[src/memPkg.sv]
`default_nettype none

package memPkg;

    // byte address and data word widths
    localparam int ADDR_W = 16;
    localparam int WORD_W = 32;

    // access length codes
    typedef logic [1:0] len_t;

    localparam len_t LEN_B = 2'd0;
    localparam len_t LEN_H = 2'd1;
    localparam len_t LEN_W = 2'd2;

    // data port request
    typedef struct packed {
        logic              write;
        len_t              len;
        logic [ADDR_W-1:0] addr;
        logic [WORD_W-1:0] wdata;
    } memReq_t;

    // one byte access on the ram
    typedef struct packed {
        logic              we;
        logic [ADDR_W-1:0] addr;
        logic [7:0]        wdata;
    } ramPort_t;

    // instruction queue entry
    typedef struct packed {
        logic [ADDR_W-1:0] pc;
        logic [WORD_W-1:0] inst;
    } fetchEntry_t;

    // byte count of a length code, unused code taken as a word
    function automatic logic [2:0] lenBytes(input len_t len);
        case (len)
            LEN_B:   return 3'd1;
            LEN_H:   return 3'd2;
            default: return 3'd4;
        endcase
    endfunction

endpackage

`default_nettype wire

[src/instQueue.sv]
`timescale 1ns/1ps
`default_nettype none

module instQueue #(
    parameter int QUEUE_DEPTH = 4
) (
    input  logic                              clk,
    input  logic                              rst,
    input  logic                              i_rdy,
    input  logic                              i_flush,
    input  logic                              i_push,
    input  memPkg::fetchEntry_t               i_pushEntry,
    input  logic                              i_pop,
    output logic                              o_valid,
    output memPkg::fetchEntry_t               o_head,
    output logic [$clog2(QUEUE_DEPTH+1)-1:0]  o_count
);

    import memPkg::*;

    localparam int CNT_W = $clog2(QUEUE_DEPTH + 1);
    localparam int PTR_W = (QUEUE_DEPTH > 1) ? $clog2(QUEUE_DEPTH) : 1;

    fetchEntry_t      entries [QUEUE_DEPTH];
    logic [PTR_W-1:0] rdPtr;
    logic [PTR_W-1:0] wrPtr;
    logic [CNT_W-1:0] count;
    logic             full;
    logic             doPush;
    logic             doPop;

    assign full    = count == CNT_W'(QUEUE_DEPTH);
    assign doPush  = i_rdy && i_push && !i_flush;
    assign doPop   = i_rdy && i_pop && o_valid && !i_flush;

    assign o_valid = count != '0;
    assign o_head  = entries[rdPtr];
    assign o_count = count;

    function automatic logic [PTR_W-1:0] nextPtr(input logic [PTR_W-1:0] ptr);
        return (ptr == PTR_W'(QUEUE_DEPTH - 1)) ? '0 : ptr + PTR_W'(1);
    endfunction

    always_ff @(posedge clk) begin
        if (rst) begin
            rdPtr <= '0;
            wrPtr <= '0;
            count <= '0;
        end else if (i_rdy) begin
            if (i_flush) begin
                rdPtr <= '0;
                wrPtr <= '0;
                count <= '0;
            end else begin
                if (doPush) begin
                    wrPtr <= nextPtr(wrPtr);
                end
                if (doPop) begin
                    rdPtr <= nextPtr(rdPtr);
                end
                case ({doPush, doPop})
                    2'b10:   count <= count + CNT_W'(1);
                    2'b01:   count <= count - CNT_W'(1);
                    default: count <= count;
                endcase
            end
        end
    end

    always_ff @(posedge clk) begin
        if (doPush) begin
            entries[wrPtr] <= i_pushEntry;
        end
    end

    // fetch issue must leave a free slot for every returning word
    assert property (@(posedge clk) disable iff (rst) i_push |-> !full);

endmodule

`default_nettype wire

[config.mk]
export PLATFORM = sky130hd
export DESIGN_NAME = instQueue
export DESIGN_NICKNAME = d
export VERILOG_FILES = /design/src/memPkg.sv /design/src/instQueue.sv
export SDC_FILE = /design/constraint.sdc
export NUM_CORES = 1
export LEC_CHECK = 0
export ABC_AREA = 1
export BUFFER_PORTS_ARGS = -buffer_cell sky130_fd_sc_hd__buf_2
export CAP_MARGIN = 5
export CORE_AREA = 2 2 147 149
export DETAILED_ROUTE_END_ITERATION = 7
export DIE_AREA = 0 0 149 151
export SLEW_MARGIN = 30
export SYNTH_ARGS = -nofsm -noshare
export SYNTH_HDL_FRONTEND = slang
export SYNTH_SLANG_ARGS = --single-unit
export TNS_END_PERCENT = 5
[constraint.sdc]
create_clock -name clk -period 4 [get_ports clk]
set_clock_uncertainty 0.05 [all_clocks]
set_input_delay 0 -clock clk [delete_from_list [all_inputs] [get_ports clk]]
set_output_delay 0 -clock clk [all_outputs]
set_load 0.005 [all_outputs]
==> Word level (Yosys, flattened, before mapping) <==
Memory sizes are Yosys's and may differ from the RTL's. A register that Yosys moved wholly into a read port is not among the register bits.
Cells that the tools add are included.
{ "totals": {"register_bits": 7, "ram_bits": 192, "input_bits": 54, "output_inout_bits": 52, "elab_cells": 37, "n_memories": 1} }
{ "classes": {"addsub": 4, "n_eq_ne": 4, "n_mux": 12, "reduce_logical": 13} }
{ "mem_list": {"columns": ["memory", "depth", "width", "read_ports", "rd_ports_with_merged_regs", "wr", "line", "rtl"], "rows": [
  ["entries", 4, 48, 1, 1, 1, "instQueue.sv:24", "fetchEntry_t entries [QUEUE_DEPTH];"]
]} }
{ "ops": {"columns": ["operator", "count"], "rows": [
  ["$mux W2", 8],
  ["$eq A2 B2 Y1 const B", 3],
  ["$pmux W3 S2", 1],
  ["$reduce_and A2 Y1", 3],
  ["$reduce_bool A3 Y1", 2],
  ["$logic_and A1 B1 Y1", 5],
  ["$add A2 B1 Y2 const B", 2],
  ["$reduce_bool A2 Y1", 2],
  ["$add A3 B1 Y3 const B", 1],
  ["$mux W3", 1],
  ["$sub A3 B1 Y3 const B", 1],
  ["$eq A2 B1 Y1 const B", 1],
  ["$mux W1", 2],
  ["$logic_not A1 Y1", 1]
]} }

==> Longest topological paths before layout <==
{ "logic_depth": {"depth_word": 7, "mapped_depth": 12, "depth_no_buf": 12} }

==> Worst setup path before layout <==
No wires, ideal clock.
{ "synth_timing": {"path_type": "flip-flop to flip-flop", "startpoint": "reg wrPtr[0]", "endpoint": "mem entries[2][0] (netlist bit), enable pin", "setup_time_ns": 0.454, "arrival_ns": 2.594, "t_required_ns": 3.496, "slack_ns": 0.902, "stages_incl_launch_ff": 5, "path_buffers": 0, "synth_period_minus_slack_ns": 3.098, "cell_sequence": "dfxtp_1 inv_1 ha_1 inv_1 nor2_1"} }
{ "synth_rtl": {"columns": ["item", "line", "rtl"], "rows": [
  ["from (decl)", "instQueue.sv:26", "logic [PTR_W-1:0] wrPtr;"],
  ["from (signal assigned)", "instQueue.sv:56", "wrPtr <= nextPtr(wrPtr);"],
  ["to (decl)", "instQueue.sv:24", null]
]} }
No word-level cell before the write port.

==> Worst setup path after layout <==
{ "layout_timing": {"startpoint": "in i_rdy", "endpoint": "mem entries[2][23] (netlist bit), enable pin"} }
{ "layout_via": {"elab_chain_cells": 4} }
{ "layout_lines": {"columns": ["item", "line", "rtl"], "rows": [
  ["from (decl)", "instQueue.sv:9", "input logic i_rdy,"],
  ["$logic_and A1 B1 Y1 (2 in series)", "instQueue.sv:33", "assign doPush = i_rdy && i_push && !i_flush;"],
  ["$mux W1", "instQueue.sv:71", "if (doPush) begin"],
  ["$mux W1 (implied by the code)", "instQueue.sv:72", "entries[wrPtr] <= i_pushEntry;"]
]} }
No other way between the ends.

==> run metrics <==
outcome finished clean; Area growth, synth to finish 27.58%; full die area 0.02250 mm^2; Fmax 373.0 MHz; post-cts sizing count 0; chip width 149 um; Critical Path Start Type input pin; syn nets 599; Post-Syn Instances 540; crit share post-route 67.02%; die height 151 um; drt via density 4.873; Nets 761; Top FF cell, synth edfxtp_1; Remaining DRCs 0; PwrDens 474.8 mW/mm^2; HP Class in -> reg; delay-heaviest family, CP buffers and inverters; Iter 0 DRT Violations 320; CP peak stage delay 650 ps; worst skew pair latency 490 ps; Yosys Warn Count 0; port bufs 105; CP Max Fanout 25; row cnt 53; core area 0.02082 mm^2; minimum clock period 2681 ps; Synth cell types 25; maximum clock path buffer count 3; most common cell in the netlist edfxtp_1; critical-path cell list dlygate4sd3_1 -> buf_2 -> nand2_1 -> dlygate4sd3_1 -> nor2_2 -> inv_1 -> nor2_4 -> buf_4; GRT overflow 0; Crit path arrival time 2780 ps; setup violators final 0; Num CTS Buffers 21; register area share after synthesis 78.25%; Final Max Slew Viols 0; relative slew slack 40.38%; Yosys top cell area share 75.88%; largest net degree at the start of global routing 97; Leak Pwr 3.437 nW; setup total negative slack 0 ps; Clock transition at path regs 60 ps; total routed wirelength 16.40 mm; slowest CP cell nor2_4; maxcap violations 0; critical path class in -> reg; GP Congestion 0.7665; antenna cells 0; Worst path most repeated cell dlygate4sd3_1; largest cells by area after synthesis edfxtp_1 76%, o21ai_0 6.3%, nor2_1 5.2%, o22ai_1 4.0%, dfxtp_1 2.4%; CTS sink count 201; endpoint class of the critical path register; RSZ-0062 raised after global routing no; GR Util All Layers 14.48%; global-route wire length before repair 25.30 mm; Avg WL per Cell 16.53 um; data required time of the worst path 4100 ps; initial antenna violation count 0; register bit total from synthesis 201; CTS H-tree depth 1; Hold Vio Cnt, Final 0; I/O pin cnt 106; Max VDD drop 0.2350 mV; WP buf/inv 5; CTS Root Cell clkbuf_16; area leader, netlist edfxtp_1; Post-Syn Area 0.007599 mm^2; # hold bufs at CTS 58; Post-synth EDFFs 192; Post-DP Area 0.008408 mm^2; Post-DP HPWL 9.711 mm; worst-margin pin slew 894.2 ps; Synth top cells by count 192 x edfxtp_1, 105 x nor2_1, 96 x o21ai_0; final hold slack 211.3 ps; DRT antenna net count 0; share of cells above drive strength 1 21.76%; Starting Density 36.49%; cell area after layout 0.009694 mm^2; postcts setup bufs 0; Syn Area/Cell 14.07 um^2; Detailed Routing Iterations Pass 1 5; via count of the first global-routing pass 4869; CTS tree done; FFs w/ async S/R, synth 0%; Vias 4834
routing by layer:
layer  vias to the layer above  GRT usage, %  wire length [um]
met5                         -             0                 0
met4                         0         4.143               373
met3                        29         2.590               992
met2                       151         24.63              7841
met1                      2322         19.16              7193
li1                       2332             -                 -
path summary, 6_finish.rpt:
check / from / to / slack [ps] / cells after the start
setup / recovery: i_rdy / entries[2][23]$_DFFE_PP_ / 1320 / 8
hold / removal: i_pushEntry[33] / entries[2][33]$_DFFE_PP_ / 210 / 2
setup reg to reg: o_count[0]$_SDFFE_PP0P_ / o_count[2]$_SDFFE_PP0P_ / 1630 / 13
hold reg to reg: rdPtr[1]$_SDFFE_PP0N_ / register / 440 / 2
final cells by class:
| type | count | area [um^2] |
|---|---|---|
| fill | 1858 | 11130 |
| sequential | 201 | 5951 |
| multi-input combinational | 289 | 1458 |
| timing repair buffer | 171 | 1166 |
| clock buffer | 30 | 589.3 |
| tap | 275 | 344.1 |
| clock inverter | 8 | 116.4 |
| inverter | 18 | 70.07 |
flip-flops by register name, summed over array words and instances, names as in the netlist, named ones only:
| name | flops |
|---|---|
| rdPtr | 2 |
| o_count | 3 |
| entries | 192 |
| wrPtr | 2 |
stage by stage:
| step | std cells | setup WS (ps) | total power (W) | utilization [%] |
|---|---|---|---|---|
| 2_1_floorplan | 540 | 902.1 | 0.002515 | - |
| 3_3_place_gp | 896 | 1854 | 0.002638 | 40.37 |
| 3_5_place_dp | 896 | 1819 | 0.002647 | 40.38 |
| 4_1_cts | 992 | 1301 | 0.004656 | 46.56 |
| 5_1_grt | 992 | 1146 | 0.004767 | 46.56 |
| 6_report | 992 | 1319 | 0.004603 | 46.56 |
report_power, final:
part	internal [W]	switching (W)	leakage (nW)	total [W]
Combinational	0.000127	0.000176	1.28	0.000303
Sequential	0.00233	0.00000758	1.81	0.00234
Clock	0.00122	0.000745	0.345	0.00196
Total	0.00367	0.000929	3.44	0.00460
cell families after synthesis:
family / Yosys count / synth area share [%]
AO/OA/AOI/OAI: 155 / 11.11
XOR/XNOR: 1 / 0.1153
adder cells (fa/ha/maj): 5 / 0.9222
buffers and inverters: 50 / 2.964
flip-flops: 201 / 78.25
AND/OR/NAND/NOR: 128 / 6.636
cell usage in the layout (no fill, tap or decap):
| master | Yosys | routed |
|---|---|---|
| a21oi_1 | 5 | 5 |
| a21oi_2 | 1 | 1 |
| buf_2 | 7 | 105 |
| buf_4 | 5 | 8 |
| bufinv_16 | 0 | 3 |
| clkbuf_1 | 17 | 6 |
| clkbuf_16 | 0 | 21 |
| clkbuf_8 | 0 | 3 |
| clkinv_1 | 1 | 4 |
| clkinv_2 | 0 | 2 |
| dfxtp_1 | 9 | 7 |
| dfxtp_2 | 0 | 1 |
| dfxtp_4 | 0 | 1 |
| dlygate4sd3_1 | 0 | 58 |
| edfxtp_1 | 192 | 192 |
| fa_1 | 1 | 1 |
| ha_1 | 4 | 4 |
| inv_1 | 17 | 15 |
| inv_4 | 0 | 1 |
| inv_6 | 0 | 1 |
| nand2_1 | 13 | 13 |
| nand2_2 | 2 | 2 |
| nand3_1 | 4 | 4 |
| nand3_2 | 1 | 1 |
| nand4_1 | 1 | 1 |
| nor2_1 | 105 | 101 |
| nor2_2 | 2 | 2 |
| nor2_4 | 0 | 4 |
| o211a_1 | 1 | 1 |
| o21ai_0 | 96 | 96 |
| o21ai_1 | 4 | 4 |
| o22ai_1 | 48 | 48 |
| xor2_1 | 1 | 1 |
(Power assumes the default switching activity.)
