--- config.mk ---
export PLATFORM = sky130hd
export DESIGN_NAME = fetchUnit
export DESIGN_NICKNAME = d
export VERILOG_FILES = /design/src/memPkg.sv /design/src/fetchUnit.sv
export SDC_FILE = /design/constraint.sdc
export NUM_CORES = 1
export LEC_CHECK = 0
export BUFFER_PORTS_ARGS = -buffer_cell sky130_fd_sc_hd__buf_2
export CAP_MARGIN = 40
export CORE_UTILIZATION = 40
export DETAILED_ROUTE_END_ITERATION = 6
export HOLD_SLACK_MARGIN = 0.12
export PLACE_DENSITY = 0.68
export RECOVER_POWER = 100
export SLEW_MARGIN = 20
export SYNTH_ARGS = -nofsm -noshare
export SYNTH_HDL_FRONTEND = slang
export SYNTH_SLANG_ARGS = --single-unit
--- constraint.sdc ---
create_clock -name clk -period 3.4 [get_ports clk]
set_clock_uncertainty 0.15 [all_clocks]
set_input_delay 0.51 -clock clk [delete_from_list [all_inputs] [get_ports clk]]
set_output_delay 0.51 -clock clk [all_outputs]
set_load 0.03 [all_outputs]
--- src/memPkg.sv ---
`default_nettype none

package memPkg;

    // byte address and data word widths
    localparam int ADDR_W = 16;
    localparam int WORD_W = 32;

    // access length codes
    typedef logic [1:0] len_t;

    localparam len_t LEN_B = 2'd0;
    localparam len_t LEN_H = 2'd1;
    localparam len_t LEN_W = 2'd2;

    // data port request
    typedef struct packed {
        logic              write;
        len_t              len;
        logic [ADDR_W-1:0] addr;
        logic [WORD_W-1:0] wdata;
    } memReq_t;

    // one byte access on the ram
    typedef struct packed {
        logic              we;
        logic [ADDR_W-1:0] addr;
        logic [7:0]        wdata;
    } ramPort_t;

    // instruction queue entry
    typedef struct packed {
        logic [ADDR_W-1:0] pc;
        logic [WORD_W-1:0] inst;
    } fetchEntry_t;

    // byte count of a length code, unused code taken as a word
    function automatic logic [2:0] lenBytes(input len_t len);
        case (len)
            LEN_B:   return 3'd1;
            LEN_H:   return 3'd2;
            default: return 3'd4;
        endcase
    endfunction

endpackage

`default_nettype wire

--- src/fetchUnit.sv ---
`timescale 1ns/1ps
`default_nettype none

module fetchUnit #(
    parameter int                         QUEUE_DEPTH = 4,
    parameter logic [memPkg::ADDR_W-1:0]  START_PC    = '0
) (
    input  logic                               clk,
    input  logic                               rst,
    input  logic                               i_rdy,
    input  logic                               i_fetchEn,
    input  logic                               i_redirect,
    input  logic [memPkg::ADDR_W-1:0]          i_redirectPc,
    input  logic                               i_fetchBusy,
    input  logic                               i_fetchDone,
    input  logic [$clog2(QUEUE_DEPTH+1)-1:0]   i_queueCount,
    output logic                               o_fetchReq,
    output logic [memPkg::ADDR_W-1:0]          o_fetchAddr
);

    import memPkg::*;

    localparam int CNT_W = $clog2(QUEUE_DEPTH + 1);

    logic [ADDR_W-1:0] pc;
    logic              inFlight;
    logic [CNT_W:0]    used;
    logic              room;
    logic              issue;

    // entries already queued plus the one on its way
    assign used  = {1'b0, i_queueCount} + (CNT_W + 1)'(inFlight);
    assign room  = used < QUEUE_DEPTH;
    assign issue = i_rdy && i_fetchEn && !i_redirect && !i_fetchBusy && room;

    assign o_fetchReq  = issue;
    assign o_fetchAddr = pc;

    always_ff @(posedge clk) begin
        if (rst) begin
            pc       <= START_PC;
            inFlight <= 1'b0;
        end else if (i_rdy) begin
            if (i_redirect) begin
                // old fetch is dropped by the controller
                pc       <= i_redirectPc;
                inFlight <= 1'b0;
            end else if (issue) begin
                pc       <= pc + ADDR_W'(4);
                inFlight <= 1'b1;
            end else if (i_fetchDone) begin
                inFlight <= 1'b0;
            end
        end
    end

endmodule

`default_nettype wire

Word-level counts from Yosys, hierarchy flattened
Cells that the tools add are included.

storage, ports and cells
  flip-flop bits (word level) = 17
  bits of input ports = 26

operators by class
  $add $sub $neg = 2
  magnitude comparators = 1
  muxes and demuxes = 5
  reduce and logical (&&, ||, !) cells = 10

operators by type and width
  cell                                                number
  2-to-1 mux 16 bit                                   2
  adder 16 x 3 -> 16 bit, second input constant       1
  adder 3 x 1 -> 4 bit                                1
  logical AND 1 bit                                   4
  < comparator 4 x 3 -> 1 bit, second input constant  1
  AND reduction 2 bit                                 2
  2-to-1 mux 1 bit                                    3
  nonzero test 3 bit                                  1
  logical NOT 1 bit                                   2
  nonzero test 2 bit                                  1

Logic depth before layout (Yosys ltp)
  depth in word-level cells = 6
  gate-level depth with buffers = 6
  depth with buffers taken out = 5

Least setup slack after synthesis
Ideal clock, no wire load.

  path type = input to register
  from = in i_rdy
  to = reg pc[13], in the netlist o_fetchAddr[13]
  library setup time = 0.117 ns
  data arrival time = 1.862 ns
  slack = 1.271 ns
  cell stages on the path = 5
  cell sequence = buf_2 > nand4bb_2 > nor3_2 > nand4_1 > a32o_1

between the ends
  longest elaborated chain between the ends = 6

ends and longest elaborated chain
  item                            RTL line         source
  from (decl)                     fetchUnit.sv:10  input logic i_rdy,
  logical AND 1 bit (4 in a row)  fetchUnit.sv:34  assign issue = i_rdy && i_fetchEn && !i_redirect && !i_fetchBusy && room;
  via o_fetchReq                  fetchUnit.sv:17  output logic o_fetchReq,
  nonzero test 2 bit (no line)    --
  AND reduction 2 bit (no line)   --
  to (signal assigned)            fetchUnit.sv:46  pc <= i_redirectPc;
  to (signal assigned)            fetchUnit.sv:49  pc <= pc + ADDR_W'(4);
  to (decl)                       fetchUnit.sv:25  logic [ADDR_W-1:0] pc;

The timed path passes the listed nets, and every way through them passes these cells.
A chain may end at the register's enable or synchronous reset.

Worst setup path after layout
  from = in i_redirect
  to = out o_fetchReq

between the ends
  longest elaborated chain between the ends = 4

ends and longest elaborated chain
  item                            RTL line         source
  from (decl)                     fetchUnit.sv:12  input logic i_redirect,
  logical NOT 1 bit               fetchUnit.sv:34
  logical AND 1 bit (3 in a row)  fetchUnit.sv:34
  to (decl)                       fetchUnit.sv:17

No other way between the ends.

==> flow_summary.yaml <==
status:
  outcome: "completed"
grt:
  first_global_vias: 1032
  grt_max_degree: 41
  globalRouteTotalUtil_pct: 21.6
  antenna_found_initial: 0
  grt_pass1_wl_mm: 4.46
  grt.overflow.total: 0
placed_design:
  routability_congestion_estimate_from_global_placement: 0.781
  dp_hpwl_mm: 1.98
  post_dp_cell_area_um2: 1270
  port-buffer-count: 42
  post-place-ws_ns: 1.08
  placed_cells: 201
finish:
  drive_above_1_share_pct: 21.1
  n_antenna_cell: 0
  area_growth_syn_to_fin_pct: 20.5
  finish.net_count: 203
  fin_util_pct: 51.4
  summed_area_of_non_filler_cells_in_the_final_layout_um2: 1270
  finish.cell_count_without_fillers: 205
cts:
  post-cts-setup-buffers: 0
  worst_setup_hold_path_clk_slew_ns: 0.11
  worstSkewPairLatency_ns: 0.30
  htree_num_levels: 1
  clockBufferDepth: 2
  cts_buffers: 3
  cts_tree: "built"
  postCtsResizedCells: 0
  root_buffer_cell: "clkbuf_4"
  cts_hold_repair.buffers: 0
  clock_sink_count: 17
worst_setup_path:
  rrSetupSlack_ns: 1.50
  worst-r2r-cell-count: 4
  max_stage_delay_ns: 0.79
  critical-path-top-cell-by-count: "buf_2"
  critical_path.top_delay_family: "simple AND/OR/NAND/NOR gates"
  timing.critical_path.required_ns: 2.74
  crit_path_cell_trace: "buf_2, nor3_1, buf_2"
  crit_slowest_cell: "nor3_1"
  worst-path-buf-inv: 2
  worst-endpoint-arrival_ns: 1.95
  critical_path.reg2reg.startpoint: "inFlight"
  worstSetupPathType: "primary input to primary output"
  path_max_fanout: 40
  endpoint_kind: "primary output"
  r2r_path_end: "o_fetchAddr[13]"
  kind_of_launch_point_of_the_worst_setup_path: "primary input"
hold_path:
  min_to: "o_fetchAddr[0]"
  min-delay-path-class: "primary input to flop"
  min_delay_path_depth: 3
  hold_crit_start: "i_redirectPc[0]"
synthesis:
  yosys_warnings: 0
  post-synth-top-area-fraction_pct: 32.2
  adder_cell_share_of_the_synthesized_area_pct: 1.18
  gate_count_post_synth: 137
  yosys-mux-area-fraction_pct: 0.948
  synth_seq_cells: 17
  synth_fp_nets: 164
  synth_xor_xnor_area_share_pct: 0
  yosysUniqueCellTypes: 41
  post-synth-top-area-cell: "dfxtp_1"
  synth_top_family_by_area: "simple AND/OR/NAND/NOR gates"
  synth-simple-area-share_pct: 33.3
  synth_compound_gate_area_share_pct: 28.6
  post_synth.cell_area_avg_um2: 7.71
  yosys-top-cells-area: "dfxtp_1, nand2_1, a21oi_1, o21ai_0, a32o_1"
  post_synth_instance_area_um2: 1060
  synth-seq-area-share_pct: 32.2
detailed_routing:
  route.vias.total: 1192
  routed_wl_mm: 2.79
  drt-vias-per-instance: 5.81
  firstDrtPassIters: 4
  detail_route.wl_per_cell_um: 13.6
  drt_iter0_markers: 13
  drcViolationCount: 0
  detail-route-antenna-nets: 0
sta:
  max_freq_mhz: 383
  post-route-min-period_ns: 2.61
  timing.setup.tns_ns: 0
  max_slew.worst_pin.slew_ns: 0.930
  rel_slew_slack_pct: 37.4
  number_of_failing_hold_endpoints_at_the_final_stage: 0
  timing.final.ws_setup_ns: 0.787
  maxSlewViolCount: 0
  grt_setup_unrepaired: "no"
  finalSetupViolCount: 0
  layout_worst_path_cycle_share_pct: 76.8
power:
  switching_share_pct: 33.3
  share_clk_of_total_power_pct: 27.1
  static-leakage-power_nw: 0.468
  p_switching_uw: 144
  total_power_density_per_cell_area_nw_per_um2: 340
  p_seq_share_pct: 51.8
  logic_pwr_share_pct: 21.1
  power_report.internal_total_uw: 288
  ir_drop_mv: 0.221
floorplan:
  die_area_um2: 2850
  starting_utilization_of_the_core_area_pct: 42.6
  fp.coreArea_um2: 2480
  placement_rows: 18
  boundaryPins: 43
  die_w_um: 53.4
  chipHeight_um: 53.4
flow_run:
  maxCapViolations: 0
-- cells in the final DEF (no fill, tap or decap), types with 2 or more instances in the layout --
cell / instances
a21oi_1: 13
a22o_1: 2
a31oi_1: 6
a32o_1: 4
and3_1: 3
buf_2: 26
clkbuf_1: 17
clkbuf_4: 3
dfxtp_1: 17
inv_1: 2
nand2_1: 19
nand3_1: 8
nand4_1: 5
nor2_1: 9
nor3_1: 3
o21ai_0: 10
o31ai_1: 3
o41ai_1: 2
or2_2: 2
or3_1: 2
-- synthesized netlist by cell type (all sizes together) --
| master | n |
|---|---|
| dfxtp | 17 |
| nor3b | 1 |
| buf | 3 |
| a32o | 4 |
| nand4bb | 1 |
| or3 | 2 |
| and3 | 3 |
| and4 | 1 |
| ha | 1 |
| nor2 | 9 |
| a211oi | 1 |
| nand2 | 19 |
| or2 | 2 |
| clkbuf | 5 |
| a21boi | 1 |
| o211ai | 2 |
| inv | 2 |
| nor4b | 1 |
| a22o | 2 |
| nor4 | 1 |
| and4bb | 1 |
| o31ai | 3 |
| nor2b | 1 |
| nand2b | 1 |
| nand4b | 1 |
| a31oi | 6 |
| nand3 | 8 |
| nand4 | 6 |
| and2 | 1 |
| a21oi | 13 |
| o21ai | 10 |
| or4 | 1 |
| mux2i | 1 |
| o41ai | 3 |
| nor3 | 3 |
-- sequential cells by signal, summed over array words and instances, names as in the netlist --
name and count:
inFlight 1, o_fetchAddr 16
-- power groups by stage --
stage / logic [mW] / clock network [mW] / registers, mW
floorplan: 0.0446 / 0 / 0.244
global placement: 0.0933 / 0 / 0.227
detailed placement: 0.0944 / 0 / 0.228
CTS: 0.0947 / 0.118 / 0.223
global route: 0.102 / 0.122 / 0.226
finish: 0.0912 / 0.117 / 0.224
-- through the flow --
stage / hold slack [ns] / power [mW]
3_3_place_gp: 0.308 / 0.321
6_report: 0.313 / 0.433
3_5_place_dp: 0.300 / 0.322
5_1_grt: 0.328 / 0.450
2_1_floorplan: 0.320 / 0.289
4_1_cts: 0.315 / 0.436
-- worst reg2reg max path, delay by kind of cell (launching register included) --
family,cells,cell delay (ns)
AOI/OAI and AO/OA,1,0.30
DFF,1,0.34
and+or+nand+nor,3,1.01
-- routing by layer --
metal / up-vias / wire length, um / part of all wire [%] / GRT usage, %
li1: 600 / - / - / -
met1: 552 / 1320 / 47 / 28.1
met2: 34 / 1290 / 46 / 33.8
met3: 6 / 140 / 5.0 / 3.74
met4: 0 / 40 / 1.4 / 11.0
met5: - / 0 / 0 / 0
-- how the worst max path moves through the flow --
stage	to	depth (start not counted)	slack (ns)	start
after detailed placement	o_fetchReq	3	1.08	i_redirect
after floorplan	o_fetchAddr[13]	5	1.27	i_rdy
after global routing	o_fetchReq	3	0.66	i_redirect
final	o_fetchReq	3	0.79	i_redirect
after CTS	o_fetchReq	3	1.08	i_redirect
after global placement	o_fetchAddr[15]	5	1.11	i_redirect
-- area by class of cell --
class,instances,area (um^2)
Timing Repair Buffer,42,190
Tap cell,30,37.5
Clock buffer,4,26.3
Sequential cell,17,340
Fill cell,288,1200
Multi-Input combinational cell,110,671
Inverter,2,7.51
-- cells by family (layout without fill, tap and decap cells) --
kind of cell / after synthesis / in the layout
simple gates: 63 / 63
compound gates: 45 / 45
flops: 17 / 17
buf+inv: 10 / 48
fa+ha+maj: 1 / 1
mux: 1 / 1
No activity file was read; power rests on OpenSTA's default activity.
