==> src/memPkg.sv <==
`default_nettype none

package memPkg;

    // byte address and data word widths
    localparam int ADDR_W = 16;
    localparam int WORD_W = 32;

    // access length codes
    typedef logic [1:0] len_t;

    localparam len_t LEN_B = 2'd0;
    localparam len_t LEN_H = 2'd1;
    localparam len_t LEN_W = 2'd2;

    // data port request
    typedef struct packed {
        logic              write;
        len_t              len;
        logic [ADDR_W-1:0] addr;
        logic [WORD_W-1:0] wdata;
    } memReq_t;

    // one byte access on the ram
    typedef struct packed {
        logic              we;
        logic [ADDR_W-1:0] addr;
        logic [7:0]        wdata;
    } ramPort_t;

    // instruction queue entry
    typedef struct packed {
        logic [ADDR_W-1:0] pc;
        logic [WORD_W-1:0] inst;
    } fetchEntry_t;

    // byte count of a length code, unused code taken as a word
    function automatic logic [2:0] lenBytes(input len_t len);
        case (len)
            LEN_B:   return 3'd1;
            LEN_H:   return 3'd2;
            default: return 3'd4;
        endcase
    endfunction

endpackage

`default_nettype wire

==> src/memCtrl.sv <==
`timescale 1ns/1ps
`default_nettype none

module memCtrl (
    input  logic                       clk,
    input  logic                       rst,
    input  logic                       i_rdy,
    input  logic                       i_dataReq,
    input  memPkg::memReq_t            i_dataReqInfo,
    input  logic                       i_fetchReq,
    input  logic [memPkg::ADDR_W-1:0]  i_fetchAddr,
    input  logic                       i_flush,
    input  logic [7:0]                 i_rdata,
    output logic                       o_dataBusy,
    output logic                       o_dataDone,
    output logic [memPkg::WORD_W-1:0]  o_loadData,
    output logic                       o_fetchBusy,
    output logic                       o_fetchDone,
    output memPkg::fetchEntry_t        o_fetchEntry,
    output memPkg::ramPort_t           o_ram
);

    import memPkg::*;

    typedef enum logic [1:0] {
        ST_IDLE,
        ST_RD,
        ST_WR,
        ST_RI
    } state_t;

    state_t            state;
    logic [2:0]        stage;
    logic [2:0]        nBytes;
    logic [2:0]        ramIdx;
    logic              readLast;
    logic              writeLast;
    logic              dropFetch;

    logic [ADDR_W-1:0] capAddr;
    len_t              capLen;
    logic [WORD_W-1:0] capWdata;
    logic [23:0]       asmReg;
    logic [WORD_W-1:0] asmWord;

    assign nBytes    = lenBytes(capLen);
    assign readLast  = (state == ST_RD || state == ST_RI) && stage == nBytes;
    assign writeLast = state == ST_WR && stage == nBytes - 3'd1;

    // last byte comes straight from the ram, earlier ones from asmReg
    assign asmWord = {i_rdata, asmReg} >> {3'd4 - nBytes, 3'b000};

    assign o_dataBusy  = state != ST_IDLE;
    // a data strobe takes the idle slot, so fetch must wait
    assign o_fetchBusy = state != ST_IDLE || i_dataReq;

    assign o_dataDone   = i_rdy && ((state == ST_RD && readLast) || writeLast);
    assign o_loadData   = asmWord;
    assign o_fetchDone  = i_rdy && state == ST_RI && readLast && !dropFetch && !i_flush;
    assign o_fetchEntry = '{pc: capAddr, inst: asmWord};

    // byte offset presented to the ram
    // on a stall or after the last byte, re-read the previous byte so rdata holds
    always_comb begin
        if (stage == 3'd0) begin
            ramIdx = 3'd0;
        end else if (!i_rdy || stage == nBytes) begin
            ramIdx = stage - 3'd1;
        end else begin
            ramIdx = stage;
        end
    end

    always_comb begin
        o_ram.we    = state == ST_WR && i_rdy;
        o_ram.addr  = capAddr + ADDR_W'(ramIdx);
        o_ram.wdata = capWdata[7:0];
    end

    always_ff @(posedge clk) begin
        if (rst) begin
            state     <= ST_IDLE;
            stage     <= 3'd0;
            dropFetch <= 1'b0;
        end else if (i_rdy) begin
            case (state)
                ST_IDLE: begin
                    stage     <= 3'd0;
                    dropFetch <= 1'b0;
                    // data port has priority
                    if (i_dataReq) begin
                        state <= i_dataReqInfo.write ? ST_WR : ST_RD;
                    end else if (i_fetchReq) begin
                        state <= ST_RI;
                    end
                end
                ST_RD, ST_RI: begin
                    if (readLast) begin
                        state     <= ST_IDLE;
                        stage     <= 3'd0;
                        dropFetch <= 1'b0;
                    end else begin
                        stage <= stage + 3'd1;
                        if (state == ST_RI && i_flush) begin
                            dropFetch <= 1'b1;
                        end
                    end
                end
                ST_WR: begin
                    if (writeLast) begin
                        state <= ST_IDLE;
                        stage <= 3'd0;
                    end else begin
                        stage <= stage + 3'd1;
                    end
                end
                default: begin
                    state <= ST_IDLE;
                    stage <= 3'd0;
                end
            endcase
        end
    end

    // request capture and byte shifting
    always_ff @(posedge clk) begin
        if (i_rdy) begin
            case (state)
                ST_IDLE: begin
                    if (i_dataReq) begin
                        capAddr  <= i_dataReqInfo.addr;
                        capLen   <= i_dataReqInfo.len;
                        capWdata <= i_dataReqInfo.wdata;
                    end else if (i_fetchReq) begin
                        capAddr <= i_fetchAddr;
                        capLen  <= LEN_W;
                    end
                end
                ST_RD, ST_RI: begin
                    if (stage != 3'd0) begin
                        asmReg <= {i_rdata, asmReg[23:8]};
                    end
                end
                ST_WR: begin
                    capWdata <= capWdata >> 8;
                end
                default: begin
                    asmReg <= asmReg;
                end
            endcase
        end
    end

    // a load never writes the ram before its done pulse
    assert property (@(posedge clk) disable iff (rst)
        state == ST_IDLE && i_rdy && i_dataReq && !i_dataReqInfo.write
        |=> !o_ram.we until_with o_dataDone);

    // requesters respect the busy flags
    assert property (@(posedge clk) disable iff (rst) i_dataReq |-> !o_dataBusy);
    assert property (@(posedge clk) disable iff (rst) i_fetchReq |-> !o_fetchBusy);

endmodule

`default_nettype wire

==> config.mk <==
export PLATFORM = sky130hd
export DESIGN_NAME = memCtrl
export DESIGN_NICKNAME = d
export VERILOG_FILES = /design/src/memPkg.sv /design/src/memCtrl.sv
export SDC_FILE = /design/constraint.sdc
export NUM_CORES = 1
export LEC_CHECK = 0
export ABC_AREA = 1
export BUFFER_PORTS_ARGS = -buffer_cell sky130_fd_sc_hd__buf_2
export CAP_MARGIN = 5
export CORE_MARGIN = 2
export CORE_UTILIZATION = 49
export DETAILED_ROUTE_END_ITERATION = 6
export PLACE_DENSITY = 0.8
export SETUP_SLACK_MARGIN = 0.5
export SYNTH_ARGS = -nofsm -noshare
export SYNTH_HDL_FRONTEND = slang
export SYNTH_SLANG_ARGS = --single-unit
==> constraint.sdc <==
create_clock -name clk -period 4.2 [get_ports clk]
set_input_delay 1.26 -clock clk [delete_from_list [all_inputs] [get_ports clk]]
set_output_delay 1.26 -clock clk [all_outputs]
set_load 0.01 [all_outputs]
# After elaboration in Yosys (flattened, before gate mapping)
# Cells that the tools add are included.
[word_totals]
in_bits = 81
ff_bits = 80
[op_classes]
n_mux = 21
n_shift = 1
reduce_logical = 31
n_eq_ne = 11
addsub = 5
[ops]
columns = ["operator", "count"]
rows = [
  ["$pmux 32 s2", 1],
  ["$mux 16", 2],
  ["$mux 32", 1],
  ["$shr 32x6->32", 1],
  ["$add 16x3->16", 1],
  ["$mux 2", 7],
  ["$mux 3", 4],
  ["$reduce_and 3->1", 4],
  ["$logic_and 1x1->1", 10],
  ["$pmux 3 s3", 1],
  ["$reduce_bool 2->1", 4],
  ["$eq 3x3->1", 2],
  ["$ne 2x2->1 const B", 3],
  ["$ne 3x3->1 const B", 2],
  ["$pmux 2 s3", 1],
  ["$pmux 3 s2", 1],
  ["$sub 3x1->3 const B", 2],
  ["$eq 2x1->1 const B", 2],
  ["$eq 2x2->1 const B", 2],
  ["$logic_not 2->1", 2],
  ["$logic_or 1x1->1", 4],
  ["$reduce_and 4->1", 1],
  ["$add 3x1->3 const B", 1],
  ["$logic_not 1->1", 3],
  ["other kinds (6)", 7],
]

# Longest topological paths before layout
[depth]
depth_word = 7
mapped_depth = 17
mapped_depth_nobuf = 17

# Least setup slack after synthesis
# OpenSTA, ideal clock, no wires.
[synth_timing]
path_type = "input-to-output"
start = "input port i_rdy"
end = "output port o_ram[22] (netlist bit)"
path_slack_ps = 6
arrival_ps = 2934
stages = 10
cell_sequence = "nand2_1 o22ai_1 a21oi_1 ha_1 inv_1 fa_1 o22ai_1 nand3_1 nor2_1 xor2_1"
[synth_rtl]
columns = ["item", "line_no", "rtl"]
rows = [
  ["from (decl)", "memCtrl.sv:7", "input logic i_rdy,"],
  ["to (decl)", "memCtrl.sv:20", "output memPkg::ramPort_t o_ram"],
]

==> impl_metrics.tcl <==
set metrics [dict create \
    wl_microns 13500 \
    clockBufferDepth 2 \
    p_total_uw 2470 \
    arrival_ps 3070 \
    relSlewSlack 0.562 \
    critPathKind "flop to output pin" \
    clkTransAtPathRegs_ps 90 \
    finClkSkew_ps 6.76 \
    cp_max_fo 6 \
    antenna_found_initial 0 \
    fp.dieW_microns 100 \
    fill_cells 618 \
    drive_gt1_frac 0.470 \
    ant_nets 0 \
    grt_pass1_wl_microns 18700 \
    root_buffer "clkbuf_8" \
    peakVddDrop_mv 0.198 \
    yosys-top-cells-area "edfxtp_1 (49%), nand2_1 (16%), buf_4 (6.6%)" \
    status "finished, violations left" \
    yosys_most_used_dff "edfxtp_1" \
    gp_congestion 0.862 \
    setup_violations 11 \
    final_cell_mix "nand2_1 (175), buf_2 (148), edfxtp_1 (74)" \
    synth.top_cell.area_share 0.489 \
    crit_path_end_kind "output pin" \
    cts_tree "built" \
    syn_nets 621 \
    row_count 35 \
    multi_input_area_sq_mm 0.00227 \
    switching_share 0.338 \
    cts_made_buffers 9 \
    cp_data_required_time_ps 2940 \
    drc 0 \
    placedInstanceArea_sq_mm 0.00551 \
    die_y_microns 100 \
    violations "setup timing" \
    rsz0062_at_grt "yes" \
    top_layer "met4" \
    finalHoldViolCount 0 \
    final_common_cell "nand2_1" \
    num-nets-final 810 \
    synth_edf_count 74 \
    tightest_slew_ps 650 \
    drv_cap 0 \
    seq_area_sq_mm 0.00234 \
    fin_util 0.752 \
    seq_power_share 0.399 \
    core_sq_mm 0.00911 \
    async_flop_share 0 \
    p_switching_uw 833 \
    cp-start-kind "flop" \
    fin_crit_sh 1.03 \
    vias_per_cell 5.23 \
    htree_num_levels 3 \
    max_freq_mhz 231 \
    wl_met3_microns 767 \
    io_buffers 189 \
    dr.first_iter.drc_count 224 \
    track_usage 0.236 \
    yosysTopAreaCell "edfxtp_1" \
    vias 4374 \
    grt_overflow 0 \
    grt_pass1_vias 4018 \
    wl_per_cell_microns 16.2 \
    start_util 0.499 \
    routed-wl-met2_microns 7400 \
    worstSkewPairLatency_ps 360 \
    syn_avg_cell_area_sq_um 8.54 \
    io_pins 190 \
    drtPass1Iterations 6 \
    synthToLayoutAreaGrowth_pct 50.8 \
    cts_sinks 80 \
    antennaDiodeCount 0 \
    synth_seq_cells 80 \
    die_area_sq_mm 0.0101 \
    finalCriticalPeriod_ps 4330 \
    slew_viol_final 0 \
    hp-class "flop to flop" \
    dp_hpwl_microns 8260 \
    postLayoutSetupSlackWorst_ps -126 \
    clock_power_share 0.238 \
    grt_start_max_net_pins 35 \
    syn_inst 532 \
    power_frac_comb 0.363 \
    yosysUniqueCellTypes 32 \
    ys_seq_area_frac 0.516 \
    p_leak_uw 0.00314 \
    syn-cell-area_sq_mm 0.00454 \
    wl_met1_microns 5010 \
    ys_warn_count 0 \
    power_density_mw_per_mm2 360 \
    cell_internal_pwr_uw 1630 \
    fin_area_sq_mm 0.00685 \
]
sequential cells by signal, indices dropped and copies added, names as in the netlist:
register,cells
capAddr,16
stage,3
state,2
capLen,2
capWdata,32
dropFetch,1
asmReg,24
metrics by stage:
stage | setup WS, ps | std cells | hold slack [ps] | setup TNS (ps)
after CTS | -69.2 | 823 | 458 | -378
final | -126 | 837 | 457 | -799
after floorplan | 222 | 532 | 426 | 0
after detailed placement | -174 | 788 | 438 | -633
after global placement | -37.6 | 788 | 431 | -84.5
after global routing | -268 | 837 | 481 | -2820
final cells by class:
type                            count  area share
Clock buffer                        9      0.0181
Tap cell                          111      0.0203
Multi-Input combinational cell    347       0.332
Timing Repair Buffer              236       0.249
Sequential cell                    80       0.342
Inverter                           47      0.0261
Clock inverter                      7      0.0117
critical path, cell delays in order (launching register included):
cell and delay [ps]:
edfxtp_1 540, nor2_2 190, nand2_2 80, nand2_2 90, nand3_4 110, nand2_8 100
o22ai_4 70, a21oi_2 120, ha_2 240, inv_2 50, fa_2 360, o22ai_4 190
nand2_2 110, nor2_4 130, xor2_2 160, buf_2 150
Yosys cell counts, types with 2 or more instances:
cell type	count
nand2_1	188
edfxtp_1	74
nor2_1	58
inv_1	45
buf_4	40
o21ai_0	17
xor2_1	12
o32ai_1	10
buf_2	9
clkbuf_1	9
nand3_1	9
a21oi_1	8
o22ai_1	8
ha_1	7
dfxtp_1	6
nand4_1	4
nor3_1	4
a31oi_1	3
xnor2_1	3
inv_2	2
mux2i_1	2
nand2_2	2
nor4_1	2
or2_2	2
what timing repair did:
action / in CTS / in global routing
resized for setup: 73 / 102
pin swaps: 9 / 26
gates cloned: 3 / 1
setup buffers: 16 / 13
hold buffers: 0 / 0
setup endpoints to repair: 79 / 80
endpoints found under the hold margin: 0 / 0
kinds of logic (layout without fill, tap and decap cells):
family / count (synthesis) / count (layout) / synth area share
AOI/OAI and AO/OA: 48 / 48 / 0.0653
xor gates and xnor gates: 15 / 15 / 0.0289
adders and majority gates: 8 / 8 / 0.0237
buffers and inverters: 107 / 299 / 0.126
DFF: 80 / 80 / 0.516
muxes: 2 / 2 / 0.00441
and+or+nand+nor: 272 / 274 / 0.236
power by group through the flow:
stage | Combinational [uW] | Clock [uW] | Sequential, uW
global route | 961 | 620 | 992
finish | 895 | 587 | 986
global placement | 573 | 0 | 998
floorplan | 415 | 0 | 1000
detailed placement | 591 | 0 | 1000
CTS | 730 | 594 | 983
worst paths after layout:
kind / from / end / slack [ps] / depth (start not counted)
max: capLen[1]$_SDFFCE_PN1P_ / o_ram[18] / -130 / 15
min: asmReg[23]$_DFFE_PP_ / asmReg[15]$_DFFE_PP_ / 460 / 0
max reg2reg: capLen[1]$_SDFFCE_PN1P_ / stage[2]$_SDFFE_PP0P_ / 1480 / 21
min reg2reg: asmReg[23]$_DFFE_PP_ / asmReg[15]$_DFFE_PP_ / 460 / 0
metal layers:
layer | track usage | vias up
li1 | - | 2068
met5 | 0 | -
met1 | 0.257 | 2070
met4 | 0.0843 | 0
met2 | 0.461 | 203
met3 | 0.0355 | 33
Note: power is estimated with default switching activity, not from simulation.
